==> src/verilog/rom_pkg.sv <==
package rom_pkg;

    // SDRAM word address and read beat
    typedef logic [21:0] sdram_addr_t;
    typedef logic [15:0] sdram_data_t;

    // Byte address as seen by the loader
    typedef logic [24:0] ioctl_addr_t;

    // Read slot index
    typedef logic [1:0]  slot_sel_t;

    localparam slot_sel_t SLOT_MAIN = 2'd0;
    localparam slot_sel_t SLOT_OBJ  = 2'd1;
    localparam slot_sel_t SLOT_SCR  = 2'd2;

    // Request sequence towards the SDRAM controller
    typedef enum logic [1:0] {
        ARB_IDLE,
        ARB_WAIT_ACK,
        ARB_WAIT_DATA
    } arb_state_t;

endpackage

==> src/verilog/dwnld_decode.sv <==
`timescale 1ns/1ps

module dwnld_decode import rom_pkg::*; #(
    parameter sdram_addr_t SCR_START  = 22'h004000,
    parameter sdram_addr_t OBJ_START  = 22'h006000,
    parameter ioctl_addr_t PROM_START = 25'h001c000
) (
    input  logic        clk,
    input  logic        arst_n,
    input  logic        downloading,
    input  ioctl_addr_t ioctl_addr,
    input  logic [7:0]  ioctl_dout,
    input  logic        ioctl_wr,
    input  logic        sdram_ack,
    output sdram_addr_t prog_addr,
    output logic [7:0]  prog_data,
    output logic [1:0]  prog_mask,
    output logic        prog_we,
    output logic        prom_we
);

    logic [23:0] word_addr;
    logic        is_prom;
    logic        in_scr;
    logic        in_obj;
    sdram_addr_t swz_addr;
    sdram_addr_t prom_offset;
    logic        byte_wr;

    assign byte_wr     = downloading && ioctl_wr;
    assign word_addr   = ioctl_addr[24:1];
    assign is_prom     = ioctl_addr >= PROM_START;
    assign in_scr      = word_addr >= 24'(SCR_START) && word_addr < 24'(OBJ_START);
    assign in_obj      = word_addr >= 24'(OBJ_START) && !is_prom;
    assign prom_offset = sdram_addr_t'(ioctl_addr - PROM_START);

    // Tile and sprite ROMs sit in SDRAM with their low address lines reordered
    always_comb begin
        swz_addr = word_addr[21:0];
        if (in_scr) begin
            swz_addr[0]   = ~word_addr[3];
            swz_addr[3:1] = word_addr[2:0];
        end else if (in_obj) begin
            swz_addr[0]   = ~word_addr[3];
            swz_addr[1]   = ~word_addr[4];
            swz_addr[5:2] = {word_addr[5], word_addr[2:0]};
        end
    end

    // Write strobes
    always_ff @(posedge clk or negedge arst_n) begin
        if (!arst_n) begin
            prog_we <= 1'b0;
            prom_we <= 1'b0;
        end else begin
            prom_we <= 1'b0;
            if (prog_we && sdram_ack) begin
                prog_we <= 1'b0;
            end
            if (byte_wr) begin
                if (is_prom) begin
                    prom_we <= 1'b1;
                end else begin
                    prog_we <= 1'b1;
                end
            end
        end
    end

    // Byte lane select is active low, odd bytes go to the high lane
    always_ff @(posedge clk) begin
        if (byte_wr) begin
            prog_data <= ioctl_dout;
            prog_mask <= ioctl_addr[0] ? 2'b01 : 2'b10;
            // PROMs are addressed from their own base
            prog_addr <= is_prom ? prom_offset : swz_addr;
        end
    end

endmodule

==> src/verilog/rom_req_arbiter.sv <==
`timescale 1ns/1ps

module rom_req_arbiter import rom_pkg::*; #(
    parameter sdram_addr_t SCR_START = 22'h004000,
    parameter sdram_addr_t OBJ_START = 22'h006000,
    parameter int          MAIN_AW   = 15,
    parameter int          OBJ_AW    = 14,
    parameter int          SCR_AW    = 13
) (
    input  logic               clk,
    input  logic               arst_n,
    input  logic               downloading,
    input  logic [2:0]         slot_miss,
    input  logic [MAIN_AW-1:0] main_addr,
    input  logic [OBJ_AW-1:0]  obj_addr,
    input  logic [SCR_AW-1:0]  scr_addr,
    input  logic               sdram_ack,
    input  logic               data_rdy,
    output logic               sdram_req,
    output sdram_addr_t        sdram_addr,
    output slot_sel_t          grant_sel,
    output logic               grant_valid
);

    arb_state_t  state;
    slot_sel_t   next_sel;
    sdram_addr_t next_addr;

    // Fixed priority, main first
    always_comb begin
        if (slot_miss[SLOT_MAIN]) begin
            next_sel = SLOT_MAIN;
        end else if (slot_miss[SLOT_OBJ]) begin
            next_sel = SLOT_OBJ;
        end else begin
            next_sel = SLOT_SCR;
        end
    end

    // Word address in SDRAM for the chosen client
    always_comb begin
        case (next_sel)
            SLOT_OBJ: next_addr = OBJ_START + sdram_addr_t'({obj_addr, 1'b0});
            SLOT_SCR: next_addr = SCR_START + sdram_addr_t'(scr_addr);
            default:  next_addr = sdram_addr_t'(main_addr >> 1);
        endcase
    end

    always_ff @(posedge clk or negedge arst_n) begin
        if (!arst_n) begin
            state     <= ARB_IDLE;
            sdram_req <= 1'b0;
            grant_sel <= SLOT_MAIN;
        end else begin
            case (state)
                ARB_IDLE: begin
                    // No reads while the ROM contents are being loaded
                    if (!downloading && |slot_miss) begin
                        state     <= ARB_WAIT_ACK;
                        sdram_req <= 1'b1;
                        grant_sel <= next_sel;
                    end
                end
                ARB_WAIT_ACK: begin
                    if (sdram_ack) begin
                        sdram_req <= 1'b0;
                        state     <= data_rdy ? ARB_IDLE : ARB_WAIT_DATA;
                    end
                end
                ARB_WAIT_DATA: begin
                    if (data_rdy) begin
                        state <= ARB_IDLE;
                    end
                end
                default: begin
                    state     <= ARB_IDLE;
                    sdram_req <= 1'b0;
                end
            endcase
        end
    end

    // Address only moves while idle, so it is stable for the whole request
    always_ff @(posedge clk) begin
        if (state == ARB_IDLE) begin
            sdram_addr <= next_addr;
        end
    end

    assign grant_valid = state != ARB_IDLE;

endmodule

==> src/verilog/rom_slot_cache.sv <==
`timescale 1ns/1ps

module rom_slot_cache import rom_pkg::*; #(
    parameter int MAIN_AW = 15,
    parameter int OBJ_AW  = 14,
    parameter int SCR_AW  = 13
) (
    input  logic               clk,
    input  logic               arst_n,
    input  logic               downloading,
    input  logic               main_cs,
    input  logic [MAIN_AW-1:0] main_addr,
    input  logic               obj_cs,
    input  logic [OBJ_AW-1:0]  obj_addr,
    input  logic               scr_cs,
    input  logic [SCR_AW-1:0]  scr_addr,
    input  slot_sel_t          grant_sel,
    input  logic               grant_valid,
    input  logic               data_dst,
    input  logic               data_rdy,
    input  sdram_data_t        data_read,
    output logic [2:0]         slot_miss,
    output logic               main_ok,
    output logic [7:0]         main_data,
    output logic               obj_ok,
    output logic [31:0]        obj_data,
    output logic               scr_ok,
    output logic [15:0]        scr_data
);

    logic [2:0]         valid;
    logic [2:0]         hit;
    logic               dwn_q;
    logic               beat_hi;
    logic [MAIN_AW-1:0] main_tag;
    logic [OBJ_AW-1:0]  obj_tag;
    logic [SCR_AW-1:0]  scr_tag;
    sdram_data_t        main_word;

    assign hit[SLOT_MAIN] = valid[SLOT_MAIN] && main_tag == main_addr;
    assign hit[SLOT_OBJ]  = valid[SLOT_OBJ]  && obj_tag  == obj_addr;
    assign hit[SLOT_SCR]  = valid[SLOT_SCR]  && scr_tag  == scr_addr;

    assign slot_miss = {scr_cs & ~hit[SLOT_SCR], obj_cs & ~hit[SLOT_OBJ],
                        main_cs & ~hit[SLOT_MAIN]};

    assign main_ok = main_cs & hit[SLOT_MAIN];
    assign obj_ok  = obj_cs  & hit[SLOT_OBJ];
    assign scr_ok  = scr_cs  & hit[SLOT_SCR];

    // Byte lane picked by the low address bit
    assign main_data = main_addr[0] ? main_word[15:8] : main_word[7:0];

    always_ff @(posedge clk or negedge arst_n) begin
        if (!arst_n) begin
            valid   <= 3'b000;
            dwn_q   <= 1'b0;
            beat_hi <= 1'b0;
        end else begin
            dwn_q <= downloading;
            if (grant_valid && data_dst) begin
                beat_hi <= ~beat_hi;
            end
            if (data_rdy || !grant_valid) begin
                beat_hi <= 1'b0;
            end
            if (grant_valid && data_rdy && !downloading) begin
                valid[grant_sel] <= 1'b1;
            end
            // New ROM contents on the way
            if (downloading && !dwn_q) begin
                valid <= 3'b000;
            end
        end
    end

    // Beat capture and address tags
    always_ff @(posedge clk) begin
        if (grant_valid && data_dst) begin
            case (grant_sel)
                SLOT_MAIN: main_word <= data_read;
                SLOT_SCR:  scr_data  <= data_read;
                SLOT_OBJ: begin
                    // Low half arrives first
                    if (beat_hi) begin
                        obj_data[31:16] <= data_read;
                    end else begin
                        obj_data[15:0] <= data_read;
                    end
                end
                default: begin
                end
            endcase
        end
        if (grant_valid && data_rdy) begin
            case (grant_sel)
                SLOT_MAIN: main_tag <= main_addr;
                SLOT_OBJ:  obj_tag  <= obj_addr;
                SLOT_SCR:  scr_tag  <= scr_addr;
                default: begin
                end
            endcase
        end
    end

endmodule

==> src/verilog/rom_subsys_top.sv <==
`timescale 1ns/1ps

module rom_subsys_top import rom_pkg::*; #(
    parameter sdram_addr_t SCR_START  = 22'h004000,
    parameter sdram_addr_t OBJ_START  = 22'h006000,
    parameter ioctl_addr_t PROM_START = 25'h001c000,
    parameter int          MAIN_AW    = 15,
    parameter int          OBJ_AW     = 14,
    parameter int          SCR_AW     = 13
) (
    input  logic               clk,
    input  logic               arst_n,
    input  logic               downloading,
    // Loader
    input  ioctl_addr_t        ioctl_addr,
    input  logic [7:0]         ioctl_dout,
    input  logic               ioctl_wr,
    output sdram_addr_t        prog_addr,
    output logic [7:0]         prog_data,
    output logic [1:0]         prog_mask,
    output logic               prog_we,
    output logic               prom_we,
    // ROM clients
    input  logic               main_cs,
    input  logic [MAIN_AW-1:0] main_addr,
    output logic               main_ok,
    output logic [7:0]         main_data,
    input  logic               obj_cs,
    input  logic [OBJ_AW-1:0]  obj_addr,
    output logic               obj_ok,
    output logic [31:0]        obj_data,
    input  logic               scr_cs,
    input  logic [SCR_AW-1:0]  scr_addr,
    output logic               scr_ok,
    output logic [15:0]        scr_data,
    // SDRAM controller
    output logic               sdram_req,
    output sdram_addr_t        sdram_addr,
    input  logic               sdram_ack,
    input  logic               data_dst,
    input  logic               data_rdy,
    input  sdram_data_t        data_read
);

    logic [2:0] slot_miss;
    slot_sel_t  grant_sel;
    logic       grant_valid;

    dwnld_decode #(
        .SCR_START  ( SCR_START  ),
        .OBJ_START  ( OBJ_START  ),
        .PROM_START ( PROM_START )
    ) u_decode (
        .clk         ( clk         ),
        .arst_n      ( arst_n      ),
        .downloading ( downloading ),
        .ioctl_addr  ( ioctl_addr  ),
        .ioctl_dout  ( ioctl_dout  ),
        .ioctl_wr    ( ioctl_wr    ),
        .sdram_ack   ( sdram_ack   ),
        .prog_addr   ( prog_addr   ),
        .prog_data   ( prog_data   ),
        .prog_mask   ( prog_mask   ),
        .prog_we     ( prog_we     ),
        .prom_we     ( prom_we     )
    );

    rom_req_arbiter #(
        .SCR_START ( SCR_START ),
        .OBJ_START ( OBJ_START ),
        .MAIN_AW   ( MAIN_AW   ),
        .OBJ_AW    ( OBJ_AW    ),
        .SCR_AW    ( SCR_AW    )
    ) u_arbiter (
        .clk         ( clk         ),
        .arst_n      ( arst_n      ),
        .downloading ( downloading ),
        .slot_miss   ( slot_miss   ),
        .main_addr   ( main_addr   ),
        .obj_addr    ( obj_addr    ),
        .scr_addr    ( scr_addr    ),
        .sdram_ack   ( sdram_ack   ),
        .data_rdy    ( data_rdy    ),
        .sdram_req   ( sdram_req   ),
        .sdram_addr  ( sdram_addr  ),
        .grant_sel   ( grant_sel   ),
        .grant_valid ( grant_valid )
    );

    rom_slot_cache #(
        .MAIN_AW ( MAIN_AW ),
        .OBJ_AW  ( OBJ_AW  ),
        .SCR_AW  ( SCR_AW  )
    ) u_cache (
        .clk         ( clk         ),
        .arst_n      ( arst_n      ),
        .downloading ( downloading ),
        .main_cs     ( main_cs     ),
        .main_addr   ( main_addr   ),
        .obj_cs      ( obj_cs      ),
        .obj_addr    ( obj_addr    ),
        .scr_cs      ( scr_cs      ),
        .scr_addr    ( scr_addr    ),
        .grant_sel   ( grant_sel   ),
        .grant_valid ( grant_valid ),
        .data_dst    ( data_dst    ),
        .data_rdy    ( data_rdy    ),
        .data_read   ( data_read   ),
        .slot_miss   ( slot_miss   ),
        .main_ok     ( main_ok     ),
        .main_data   ( main_data   ),
        .obj_ok      ( obj_ok      ),
        .obj_data    ( obj_data    ),
        .scr_ok      ( scr_ok      ),
        .scr_data    ( scr_data    )
    );

endmodule

==> config.mk <==
export PLATFORM = sky130hd
export DESIGN_NAME = rom_subsys_top
export DESIGN_NICKNAME = d
export VERILOG_FILES = /design/src/verilog/rom_pkg.sv /design/src/verilog/dwnld_decode.sv /design/src/verilog/rom_req_arbiter.sv /design/src/verilog/rom_slot_cache.sv /design/src/verilog/rom_subsys_top.sv
export SDC_FILE = /design/constraint.sdc
export NUM_CORES = 1
export LEC_CHECK = 0
export BUFFER_PORTS_ARGS = -buffer_cell sky130_fd_sc_hd__buf_4
export CAP_MARGIN = 20
export CORE_UTILIZATION = 45
export DETAILED_ROUTE_END_ITERATION = 6
export PLACE_DENSITY = 0.72
export SLEW_MARGIN = 10
export SYNTH_ARGS = -nofsm -noshare
export SYNTH_HDL_FRONTEND = slang
export SYNTH_HIERARCHICAL = 1
export SYNTH_SLANG_ARGS = --single-unit
==> constraint.sdc <==
create_clock -name clk -period 6.9 [get_ports clk]
set_clock_uncertainty 0.05 [all_clocks]
set_input_delay 0 -clock clk [delete_from_list [all_inputs] [get_ports clk]]
set_output_delay 0 -clock clk [all_outputs]
set_load 0.005 [all_outputs]
Word level (Yosys, flattened, before mapping). Cells that the tools add are included. Widths: inputs -> output; s select.

Register bits: 172. Word-level logic and storage cells: 116.

Add/subtract/negate cells: 3. Order comparisons: 6. Equality and inequality tests: 12. Multiplexer cells: 28. Bitwise operators: 14. Reduce and logical (&&, ||, !) cells: 34.

Operators by type and width (count): $ge 24x15->1 const B (2); $pmux 22 s2 (1); $ge 25x17->1 const B (1); $lt 24x15->1 const B (1); $mux 22 (1); $sub 22x17->22 const B (1); $add 15x13->16 const A (1); $add 15x15->16 const A (1); $eq 15x15->1 (1); $eq 14x14->1 (1); $mux 2 (7); $eq 13x13->1 (1); $logic_and 1x1->1 (13); $reduce_and 2->1 (6); $reduce_and 3->1 (4); $mux 1 (11); $mux 8 (1); $not 1->1 (7); $and 1x1->1 (6); $eq 2x1->1 const B (3); $eq 2x2->1 const B (3); $mux 3 (2); $pmux 2 s3 (1); $reduce_bool 2->1 (3); 13 further kinds (18).

Depth between registers and ports, before layout. Gate-level depths: netlist (run 1).

Depth after elaboration: 8. Gate-level depth with buffers: 9. Mapped depth without buffers: 7.

Modules after synthesis. The synthesis (run 1) kept the hierarchy.

By module, submodules not included: rom_slot_cache (times used 1, cells an instance 206, area each 4033.9 µm², sequential area each 3308.2 µm²); dwnld_decode (times used 1, cells an instance 116, area each 1651.6 µm², sequential area each 1011.0 µm²); rom_req_arbiter (times used 1, cells an instance 93, area each 1081.0 µm², sequential area each 605.6 µm²).

Worst setup path before layout (run 1). Ideal clock, no wire load.

Path type: register to register. Start: register u_arbiter.state[0]. End: register u_cache.obj_tag[0], enable pin. Library setup time: 0.408 ns. Arrival: 1.757 ns. Required time: 6.442 ns. Slack: 4.684 ns. Cell stages (with the launch flop): 4. Path buffers: 0. Period minus slack after synthesis: 2.216 ns. Path through: dfrtp_1 -> or2_4 -> nand2_1 -> nor3b_1.

Word-level cells in the longest chain between the ends: 3.

Ends and longest elaborated chain: from (decl) (line rom_req_arbiter.sv:25) `arb_state_t state;`; from (signal assigned) (line rom_req_arbiter.sv:67) `state <= data_rdy ? ARB_IDLE : ARB_WAIT_DATA;`; $reduce_bool 2->1 (line rom_req_arbiter.sv:90) `assign grant_valid = state != ARB_IDLE;`; named net grant_valid (line rom_subsys_top.sv:47) `logic grant_valid;`; $logic_and 1x1->1 (line rom_slot_cache.sv:95) `if (grant_valid && data_rdy) begin`; $reduce_and 2->1 (no source line); to (signal assigned) (line rom_slot_cache.sv:98) `SLOT_OBJ: obj_tag <= obj_addr;`; to (decl) (line rom_slot_cache.sv:36) `logic [OBJ_AW-1:0] obj_tag;`.

The timed path passes the listed nets, and every way through them passes these cells. A chain may end at the register's enable or synchronous reset.

Worst setup path after layout (run 1).
Start: input port ioctl_addr[10]. End: register u_decode.prog_addr[4], data pin.

Word-level cells in the longest chain between the ends: 6. Elaborated cells on any way between the ends: 10. Those cells by class: order compare (4); mux (3); reduce/logical (3).

Ends and longest elaborated chain: from (decl) (line rom_subsys_top.sv:15) `input ioctl_addr_t ioctl_addr,`; $ge 25x17->1 (line dwnld_decode.sv:32) `assign is_prom = ioctl_addr >= PROM_START;`; $logic_not 1->1 (line dwnld_decode.sv:34) `assign in_obj = word_addr >= 24'(OBJ_START) && !is_prom;`; $logic_and 1x1->1 (line dwnld_decode.sv:34); $mux 5 (line dwnld_decode.sv:43) `end else if (in_obj) begin`; $mux 1 (line dwnld_decode.sv:40) `if (in_scr) begin`; $mux 22 * (line dwnld_decode.sv:76) `prog_addr <= is_prom ? prom_offset : swz_addr;`; to (signal assigned) (line dwnld_decode.sv:76); to (decl) (line dwnld_decode.sv:15) `output sdram_addr_t prog_addr,`.

Mark *: on every way between the ends. The rest lies on a longest branch, timed or not.

==> impl_metrics.json, run 1 <==
{
  "grt_usage_pct": 20.8,
  "clk_pin_slew_ns": 0.07,
  "routedWlPerCell_um": 16.7,
  "synth-simple-area-share_pct": 7.86,
  "syn_to_final_growth_pct": 51.1,
  "drc_errors": 0,
  "ys.flop_type": "edfxtp_1",
  "cp_max_fo": 18,
  "root_buffer": "clkbuf_16",
  "synth_compound_area_share_pct": 3.53,
  "syn_inst": 415,
  "synth_area_leader_cell": "edfxtp_1",
  "synth_top_area_share_pct": 68.3,
  "synthTopCellsByCount": "edfxtp_1 (154), xnor2_1 (45), nand2_1 (25), mux2_2 (19), o21ai_0 (19)",
  "irDropWorstVdd_mv": 0.170,
  "die_area_um2": 15500,
  "rows": 44,
  "reg2reg_from": "u_cache/obj_tag[13]",
  "ys_ff_latch": 166,
  "pre_cts_ws_ns": 4.78,
  "p_leak_nw": 4.04,
  "setup_viol": 0,
  "hold_end": "u_decode/prog_addr[15]",
  "clockBufferDepth": 2,
  "hold_viol": 0,
  "synthXorXnorAreaFrac_pct": 6.21,
  "stdcell_area_um2": 10200,
  "r2r_cells": 8,
  "synthAdderAreaFrac_pct": 0.555,
  "fin_crit_sh_pct": 40.6,
  "core_um2": 14600,
  "final.setup.tns_ns": 0,
  "synth.distinct_cells": 48,
  "outcome": "complete, no violations",
  "synth_most_common_cell": "edfxtp_1",
  "worst_slack_ns": 4.10,
  "port_buffers": 210,
  "power_density_nw_per_um2": 252,
  "synth_edf_count": 154,
  "synth_top_family_by_area": "simple AND/OR/NAND/NOR gates",
  "die_y_um": 125,
  "max_slew_margin_pct": 41.9,
  "start_util_pct": 46.4,
  "async_reset_ff_share_pct": 7.23,
  "antenna_found_initial": 0,
  "grt_max_degree": 32,
  "rr_endpoint": "u_arbiter/grant_sel[1]",
  "final_util_pct": 70.1,
  "rsz0062_at_grt": "no",
  "path_class": "in -> reg",
  "grt_overflow_total": 0,
  "synthTopCellsByArea": "edfxtp_1 (68%), xnor2_1 (5.8%), dfrtp_1 (4.4%)",
  "cts_setup_buffers": 0,
  "die_w_um": 125,
  "ios": 217,
  "end_kind": "register",
  "maxCapViolCount": 0,
  "worstMarginPinSlew_ns": 0.871,
  "cts_tree": "built",
  "dr.pass1.iters": 4,
  "cts.sinks": 166,
  "hp-class": "in -> reg",
  "grt_pass1_wl_um": 24800,
  "hold_path_depth": 5,
  "globalplace.congestion": 0.811,
  "syn_avg_cell_area_um2": 16.3,
  "hp-start": "ioctl_addr[24]",
  "drtIter0Drc": 303,
  "synthMuxAreaShare_pct": 6.80,
  "fillCellCount": 963,
  "place_area_um2": 8570,
  "syn_area_um2": 6770,
  "insertion_delay_ns": 0.41,
  "n_antenna_cell": 0,
  "start_kind": "input pin",
  "fin_crit_ns": 2.80,
  "htreeDepth": 4,
  "r2r_slack_ns": 4.72,
  "drv_slew": 0,
  "dp_hpwl_um": 10700,
  "ys_seq_area_share_pct": 72.8,
  "required_ns": 7.01,
  "yosys_warnings": 6,
  "finalNetCount": 852,
  "worstPathArrival_ns": 2.91,
  "routed_wl_um": 15800,
  "cts_inserted_buffers": 17,
  "antenna_left": 0,
  "vias": 4645,
  "first_global_vias": 4782,
  "vias_per_cell": 4.92,
  "max_freq_ghz": 0.357,
  "layout-drive-gt1-share_pct": 37.5
}
[critical path, cell delays in order]
cell and delay, ns:
dlygate4sd3_1 0.55, buf_4 0.15, nor4_1 0.37, and4_1 0.29
a21o_1 0.58, mux2_2 0.41, dlygate4sd3_1 0.56
[power by group]
group	internal, mW	switching [mW]
combinational	0.210	0.169
sequential	1.22	0.0413
clock	0.568	0.372
[how the worst max path moves through the flow]
stage / to / cells past startpoint / from / slack, ns
final: u_decode/prog_addr[4] / 7 / ioctl_addr[10] / 4.10
after global routing: u_decode/prog_addr[7] / 7 / ioctl_addr[10] / 3.99
after CTS: u_decode/prog_addr[4] / 7 / ioctl_addr[10] / 4.13
after detailed placement: u_arbiter/grant_sel[1] / 8 / u_cache/obj_tag[0] / 4.78
after global placement: u_decode/prog_addr[6] / 5 / ioctl_addr[10] / 4.86
after floorplan: u_cache/obj_tag[0] / 3 / u_arbiter/state[0] / 4.68
[kinds of logic (layout without fill, tap and decap cells)]
| group | count (synthesis) | count (layout) |
|---|---|---|
| other cells | 1 | 6 |
| buf+inv | 24 | 364 |
| mux | 41 | 41 |
| simple gates | 94 | 94 |
| xor+xnor | 48 | 48 |
| flops | 166 | 166 |
| compound gates | 38 | 38 |
| fa+ha+maj | 3 | 3 |
[layer usage]
metal | GRT usage (%) | part of all wire, %
met5 | 0 | 0
met4 | 8.93 | 2.5
met3 | 5.03 | 5.9
met2 | 34.5 | 49
met1 | 25.9 | 42
[layout by cell type, fill, tap and decap left out, drive strengths merged, types with 2 or more instances in the layout]
cell,n
or2,2
nand3,4
edfxtp,154
nor4,7
inv,10
nand2,25
dfrtp,12
or2b,2
mux2,25
and2,8
dlygate4sd3,105
a21oi,5
a21o,4
clkbuf,19
nor2b,5
nor2,16
xor2,3
buf,219
mux2i,16
xnor2,45
nor3b,3
a21boi,2
o21ai,19
clkinvlp,3
nand2b,2
bufinv,3
ha,3
clkinv,5
nand4,11
nor3,5
conb,6
[per-stage QoR]
step	hold WS (ns)	power (mW)	instances
2_1_floorplan	-0.346	1.41	420
3_3_place_gp	-0.203	1.59	804
3_5_place_dp	-0.200	1.61	806
4_1_cts	0.0147	2.59	942
5_1_grt	0.0598	2.67	944
6_report	0.0432	2.58	944
[flip-flops by register name, summed over array words and instances (netlist names), 2 cells and up]
register,cells
u_arbiter/grant_sel,2
u_arbiter/sdram_addr,16
u_arbiter/state,2
u_cache/main_tag,15
u_cache/main_word,16
u_cache/obj_data,32
u_cache/obj_tag,14
u_cache/scr_data,16
u_cache/scr_tag,13
u_cache/valid,3
u_decode/prog_addr,22
u_decode/prog_data,8
u_decode/prog_mask,2
[what timing repair did]
action,4_1_cts,5_1_grt
hold endpoints to repair,174,0
gates resized for setup,0,0
hold buffers,105,0
[layout make-up]
| class | count | area [um^2] | share of cell area (%) |
|---|---|---|---|
| sequential | 166 | 4920 | 48.2 |
| timing repair buffer | 324 | 2720 | 26.6 |
| clock buffer | 19 | 433 | 4.23 |
| inverter | 9 | 33.8 | 0.330 |
| tap | 184 | 230 | 2.25 |
| clock inverter | 12 | 155 | 1.52 |
| multi-input combinational | 230 | 1730 | 16.9 |
No activity file was read; power rests on OpenSTA's default activity.
==> run 2: changes to the inputs <==
==> constraint.sdc (replaced) <==
create_clock -name clk -period 2.6 [get_ports clk]
set_clock_uncertainty 0.05 [all_clocks]
set_input_delay 0 -clock clk [delete_from_list [all_inputs] [get_ports clk]]
set_output_delay 0 -clock clk [all_outputs]
set_load 0.005 [all_outputs]
==> run 2 against run 1 <==
First-iteration DRC count down 17%; die area unchanged; wire length up 2.8%; final area about the same; core utilization down 0.051 points; hold slack worse by 0.0041 ns; sequential power rose to 2.6 times the previous value; global-route usage up 0.60 points; clock power rose to 2.7 times the previous value; register-to-register slack worse by 4.3 ns; via count up 1.5%; critical endpoint unchanged; largest cell class unchanged; largest power group unchanged.
==> impl_metrics.json, run 2 (synthesis gave the netlist of run 1 again) <==
{
  "routed_wl_um": 16200,
  "cts_inserted_buffers": 17,
  "grt_pass1_wl_um": 25300,
  "port_buffers": 210,
  "reg2reg_from": "u_cache/obj_tag[13]",
  "power_density_nw_per_um2": 670,
  "n_antenna_cell": 0,
  "irDropWorstVdd_mv": 0.456,
  "finalNetCount": 854,
  "vias_per_cell": 4.98,
  "final_cell_mix": "buf_4 (222), edfxtp_1 (154), dlygate4sd3_1 (104), xnor2_1 (45), nand2_1 (25)",
  "grt_overflow_total": 0,
  "start_util_pct": 46.4,
  "drv_slew": 0,
  "grt_usage_pct": 21.4,
  "final.setup.tns_ns": 0,
  "p_leak_nw": 4.06,
  "vias": 4715,
  "r2r_cells": 7,
  "first_global_vias": 4861,
  "fin_crit_sh_pct": 95.4,
  "reg.largest.list": "u_cache/obj_data x32, u_decode/prog_addr x22",
  "clockBufferDepth": 2,
  "htreeDepth": 4,
  "total_power_mw": 6.85,
  "setup_viol": 0,
  "fin_crit_ns": 2.48,
  "cts_setup_buffers": 0,
  "max_freq_ghz": 0.403,
  "globalplace.congestion": 0.863,
  "rsz0062_at_grt": "no",
  "hold_viol": 0,
  "rows": 44,
  "largest_register_ffs": 32,
  "cp_max_fo": 10,
  "die_w_um": 125,
  "insertion_delay_ns": 0.42,
  "routedWlPerCell_um": 17.1,
  "ios": 217,
  "drtIter0Drc": 253,
  "worstPathArrival_ns": 2.60,
  "die_area_um2": 15500,
  "drc_errors": 0,
  "fillCellCount": 945,
  "top_register": "u_cache/obj_data",
  "worstMarginPinSlew_ns": 0.824,
  "final_common_cell": "buf_4",
  "path_class": "in -> reg",
  "die_y_um": 125,
  "dp.cells": 811,
  "dr.pass1.iters": 6,
  "end_kind": "register",
  "dp_hpwl_um": 11000,
  "required_ns": 2.72,
  "crit_start": "ioctl_addr[10]",
  "antenna_found_initial": 0,
  "outcome": "complete, no violations",
  "grt_max_degree": 34,
  "hp-class": "in -> reg",
  "max_slew_margin_pct": 45.0,
  "hp-start": "ioctl_addr[18]",
  "syn_to_final_growth_pct": 51.0,
  "clk_pin_slew_ns": 0.07,
  "core_um2": 14600,
  "stdcell_count": 947,
  "hold_path_depth": 4,
  "root_buffer": "clkbuf_16",
  "cts_tree": "built",
  "layout-drive-gt1-share_pct": 38.4,
  "antenna_left": 0,
  "start_kind": "input pin",
  "maxCapViolCount": 0,
  "cts.sinks": 166
}
-- run 2: cell type report --
class / count / area (um^2) / area share (%)
flip-flops and latches: 166 / 4920 / 48.2
repair buffers: 326 / 2710 / 26.5
multi-input cells: 230 / 1730 / 17.0
clock buffers: 17 / 425 / 4.16
well taps: 184 / 230 / 2.25
clock inverters: 15 / 164 / 1.60
inverters: 9 / 33.8 / 0.331
-- run 2: power by group --
part	internal, mW	total (mW)	switching (mW)
registers	3.23	3.33	0.109
logic	0.552	1.01	0.457
clock network	1.44	2.51	1.07
total	5.22	6.85	1.63
-- run 2: worst paths after layout --
| kind | to | slack, ns |
|---|---|---|
| worst min register to register | u_arbiter/sdram_req | 0.44 |
| min in group asynchronous | u_decode/prom_we | 0.61 |
| max in group asynchronous | u_arbiter/state[0] | 1.51 |
| worst min-delay path | u_decode/prog_addr[19] | 0.04 |
| worst max register to register | u_arbiter/grant_sel[1] | 0.44 |
| worst max-delay path | u_decode/prog_addr[4] | 0.12 |
-- run 2: per-stage QoR --
step	area, um^2	setup slack (ns)	hold WS [ns]	utilization [%]
after floorplan	6790	0.384	-0.346	-
after global placement	8570	0.568	-0.204	58.8
after detailed placement	8580	0.563	-0.199	58.8
after CTS	10200	0.184	0.00746	70.0
after global routing	10200	0.0516	0.0482	70.0
final	10200	0.120	0.0391	70.0
-- run 2: worst max-delay path, cell delays in order --
cell and delay (ns):
dlygate4sd3_1 0.56, buf_4 0.15, nor4_1 0.36, and4_1 0.29, a21o_1 0.15, buf_4 0.18
mux2_2 0.35, dlygate4sd3_1 0.56
-- run 2: per-layer routing --
layer / part of all wire (%) / wire length [um] / vias to the layer above / global-route usage [%]
met2: 49 / 7950 / 190 / 34.8
met3: 6.0 / 976 / 36 / 5.54
li1: - / - / 2205 / -
met4: 2.6 / 425 / 0 / 9.71
met1: 42 / 6870 / 2284 / 26.8
met5: 0 / 0 / - / 0
-- run 2: what timing repair did --
item                       in CTS  in global routing
hold buffers                  104                  0
setup endpoints to repair       0                  1
gates resized for setup         0                  1
hold endpoints to repair      173                  0
==> run 3: changes to the inputs <==
--- a/config.mk
+++ b/config.mk
@@ -7,11 +7,11 @@
 export LEC_CHECK = 0
 export BUFFER_PORTS_ARGS = -buffer_cell sky130_fd_sc_hd__buf_4
 export CAP_MARGIN = 20
+export CORE_ASPECT_RATIO = 1.2
 export CORE_UTILIZATION = 45
 export DETAILED_ROUTE_END_ITERATION = 6
 export PLACE_DENSITY = 0.72
 export SLEW_MARGIN = 10
 export SYNTH_ARGS = -nofsm -noshare
 export SYNTH_HDL_FRONTEND = slang
-export SYNTH_HIERARCHICAL = 1
 export SYNTH_SLANG_ARGS = --single-unit
==> run 3 against run 2 <==
The flow now finishes with violations (negative setup slack); global-route usage grew 2.5 points; first-iteration DRC count rose by 74%; sequential share of layout area increased by 0.90 points; combinational power is 21% higher; hold slack lost 0.010 ns; via count increased by 7.7%; final cell count grew 0.95%.
==> impl_metrics.json, run 3 <==
{
  "irDropWorstVdd_mv": 0.312,
  "setup_viol": 1,
  "routed_wl_um": 18000,
  "hold_end": "u_decode.prom_we",
  "worstMarginPinSlew_ns": 0.922,
  "root_buffer": "clkbuf_16",
  "worstPathArrival_ns": 2.75,
  "rsz0062_at_grt": "no",
  "final_common_cell": "buf_4",
  "die_y_um": 135,
  "drtIter0Drc": 441,
  "synth_edf_count": 154,
  "largest_register_ffs": 32,
  "cts_inserted_buffers": 17,
  "drv_slew": 0,
  "slowest_delay_ns": 0.58,
  "cts_tree": "built",
  "whs_ns": 0.0287,
  "pre_cts_ws_ns": 0.412,
  "syn_inst": 441,
  "place_area_um2": 8440,
  "stdcell_area_um2": 10000,
  "dp_hpwl_um": 11500,
  "r2r_cells": 5,
  "start_util_pct": 46.3,
  "dr.pass1.iters": 5,
  "yosys_warnings": 0,
  "cts_setup_buffers": 0,
  "die_area_um2": 15300,
  "fin_crit_ns": 2.62,
  "rows": 48,
  "dp.cells": 820,
  "critPathSlowestCell": "or4_4",
  "rr_endpoint": "u_arbiter.sdram_addr[11]",
  "syn_to_final_growth_pct": 50.2,
  "synth_most_common_cell": "edfxtp_1",
  "crit_chain": "dlygate4sd3_1, buf_4, or4_4, a2111oi_4, mux2i_1, o21ai_1, dlygate4sd3_1",
  "synth_top_area_share_pct": 69.3,
  "vias": 5080,
  "synthTopCellsByCount": "edfxtp_1 (154), xnor2_1 (47), nand2_1 (33), nor2_1 (30), a21oi_1 (21)",
  "start_kind": "input pin",
  "maxCapViolCount": 0,
  "fin_crit_sh_pct": 101,
  "path_class": "in -> reg",
  "r2r_slack_ns": 0.36,
  "hold_viol": 0,
  "insertion_delay_ns": 0.43,
  "syn_avg_cell_area_um2": 15.1,
  "synth_area_leader_cell": "edfxtp_1",
  "synthTopCellsByArea": "edfxtp_1 (69%), xnor2_1 (6.2%), dfrtp_1 (4.5%)",
  "core_um2": 14400,
  "hp-start": "ioctl_addr[22]",
  "max_slew_margin_pct": 38.5,
  "end_kind": "register",
  "final_cell_mix": "buf_4 (217), edfxtp_1 (154), dlygate4sd3_1 (105), xnor2_1 (47), nand2_1 (33)",
  "max_freq_ghz": 0.381,
  "n_antenna_cell": 0,
  "cpMostUsedCell": "dlygate4sd3_1",
  "die_w_um": 113,
  "grt_usage_pct": 23.8,
  "first_global_vias": 5181,
  "stdcell_count": 956,
  "antenna_found_initial": 0,
  "grt_overflow_total": 0,
  "outcome": "finished, violations left",
  "p_leak_nw": 3.90,
  "syn_area_um2": 6680,
  "synth.distinct_cells": 45,
  "ys_seq_area_share_pct": 73.7,
  "grt_pass1_wl_um": 27200,
  "grt_max_degree": 33,
  "vias_per_cell": 5.31,
  "violations": "negative setup slack",
  "finalNetCount": 873,
  "ios": 217,
  "top_register": "u_cache.obj_data",
  "clockBufferDepth": 2,
  "reg.largest.list": "u_cache.obj_data x32, u_decode.prog_addr x22",
  "cts.sinks": 166,
  "async_reset_ff_share_pct": 7.23,
  "ys_ff_latch": 166,
  "power_density_nw_per_um2": 704,
  "port_buffers": 210,
  "hold_path_depth": 4,
  "globalplace.congestion": 0.844,
  "clk_pin_slew_ns": 0.07,
  "required_ns": 2.73,
  "hp-class": "in -> reg",
  "reg2reg_from": "u_cache.obj_tag[10]",
  "routedWlPerCell_um": 18.8,
  "ys.flop_type": "edfxtp_1",
  "htreeDepth": 4,
  "cp_max_fo": 6,
  "antenna_left": 0,
  "total_power_mw": 7.06,
  "worst_slack_ns": -0.0236,
  "layout-drive-gt1-share_pct": 33.8,
  "drc_errors": 0
}
-- run 3: changes by cell type after synthesis, sizes merged, moves of 5 or more --
cell   before  now
mux2i      16    2
mux2       25    9
and2        8    3
nor2       16   30
a31oi       1   14
a21oi       5   22
nand2      25   34
-- run 3: repair_timing --
action / in CTS / in global routing
resized for setup: 0 / 0
hold buffers: 105 / 0
endpoints found under the hold margin: 178 / 0
-- run 3: through the flow --
stage               setup TNS [ns]  util [%]
finish                     -0.0236      69.6
global route                     0      69.6
CTS                              0      69.6
detailed placement               0      58.5
global placement                 0      58.5
floorplan                        0         -
-- run 3: cells by family after synthesis --
kind of cell,count (synthesis),synth area share [%]
adders and majority gates,3,0.562
AOI/OAI and AO/OA,79,7.68
buffers and inverters,28,2.17
xor gates and xnor gates,47,6.16
other,1,0.0562
and+or+nand+nor,106,7.79
muxes,11,1.82
DFF,166,73.7
-- run 3: worst max-delay path by stage --
stage	slack, ns	end	from
6_report	-0.02	u_decode.prog_addr[4]	ioctl_addr[20]
4_1_cts	0.08	u_decode.prog_addr[4]	ioctl_addr[20]
3_5_place_dp	0.41	u_arbiter.sdram_addr[6]	u_cache.obj_tag[7]
5_1_grt	0.02	u_decode.prog_addr[4]	ioctl_addr[20]
3_3_place_gp	0.46	u_arbiter.grant_sel[0]	u_cache.obj_tag[6]
2_1_floorplan	0.34	u_cache.obj_data[0]	u_arbiter.state[0]
-- run 3: area by class of cell --
class | count | area [um^2]
inverters | 10 | 37.5
well taps | 175 | 219
fillers | 919 | 4380
clock inverters | 14 | 119
repair buffers | 322 | 2680
clock buffers | 17 | 425
flip-flops and latches | 166 | 4920
multi-input cells | 252 | 1630
-- run 3: layer usage --
layer,routed length [um],up-vias,track usage (%),share of wire (%)
met5,0,-,0,0
met4,425,0,8.85,2.4
met3,1530,36,7.92,8.5
met2,9130,276,40.6,51
met1,6920,2449,28.1,38
li1,-,2319,-,-
-- run 3: worst max-delay path, delay by kind of cell --
family          cells  cell delay (ns)
compound gates      2             0.64
simple gates        1             0.58
buf+inv             3             1.27
mux                 1             0.25
-- run 3: report_power, final --
group,switching (mW),total (mW),internal [mW]
Combinational,0.588,1.22,0.634
Sequential,0.159,3.51,3.35
Clock,1.08,2.33,1.24
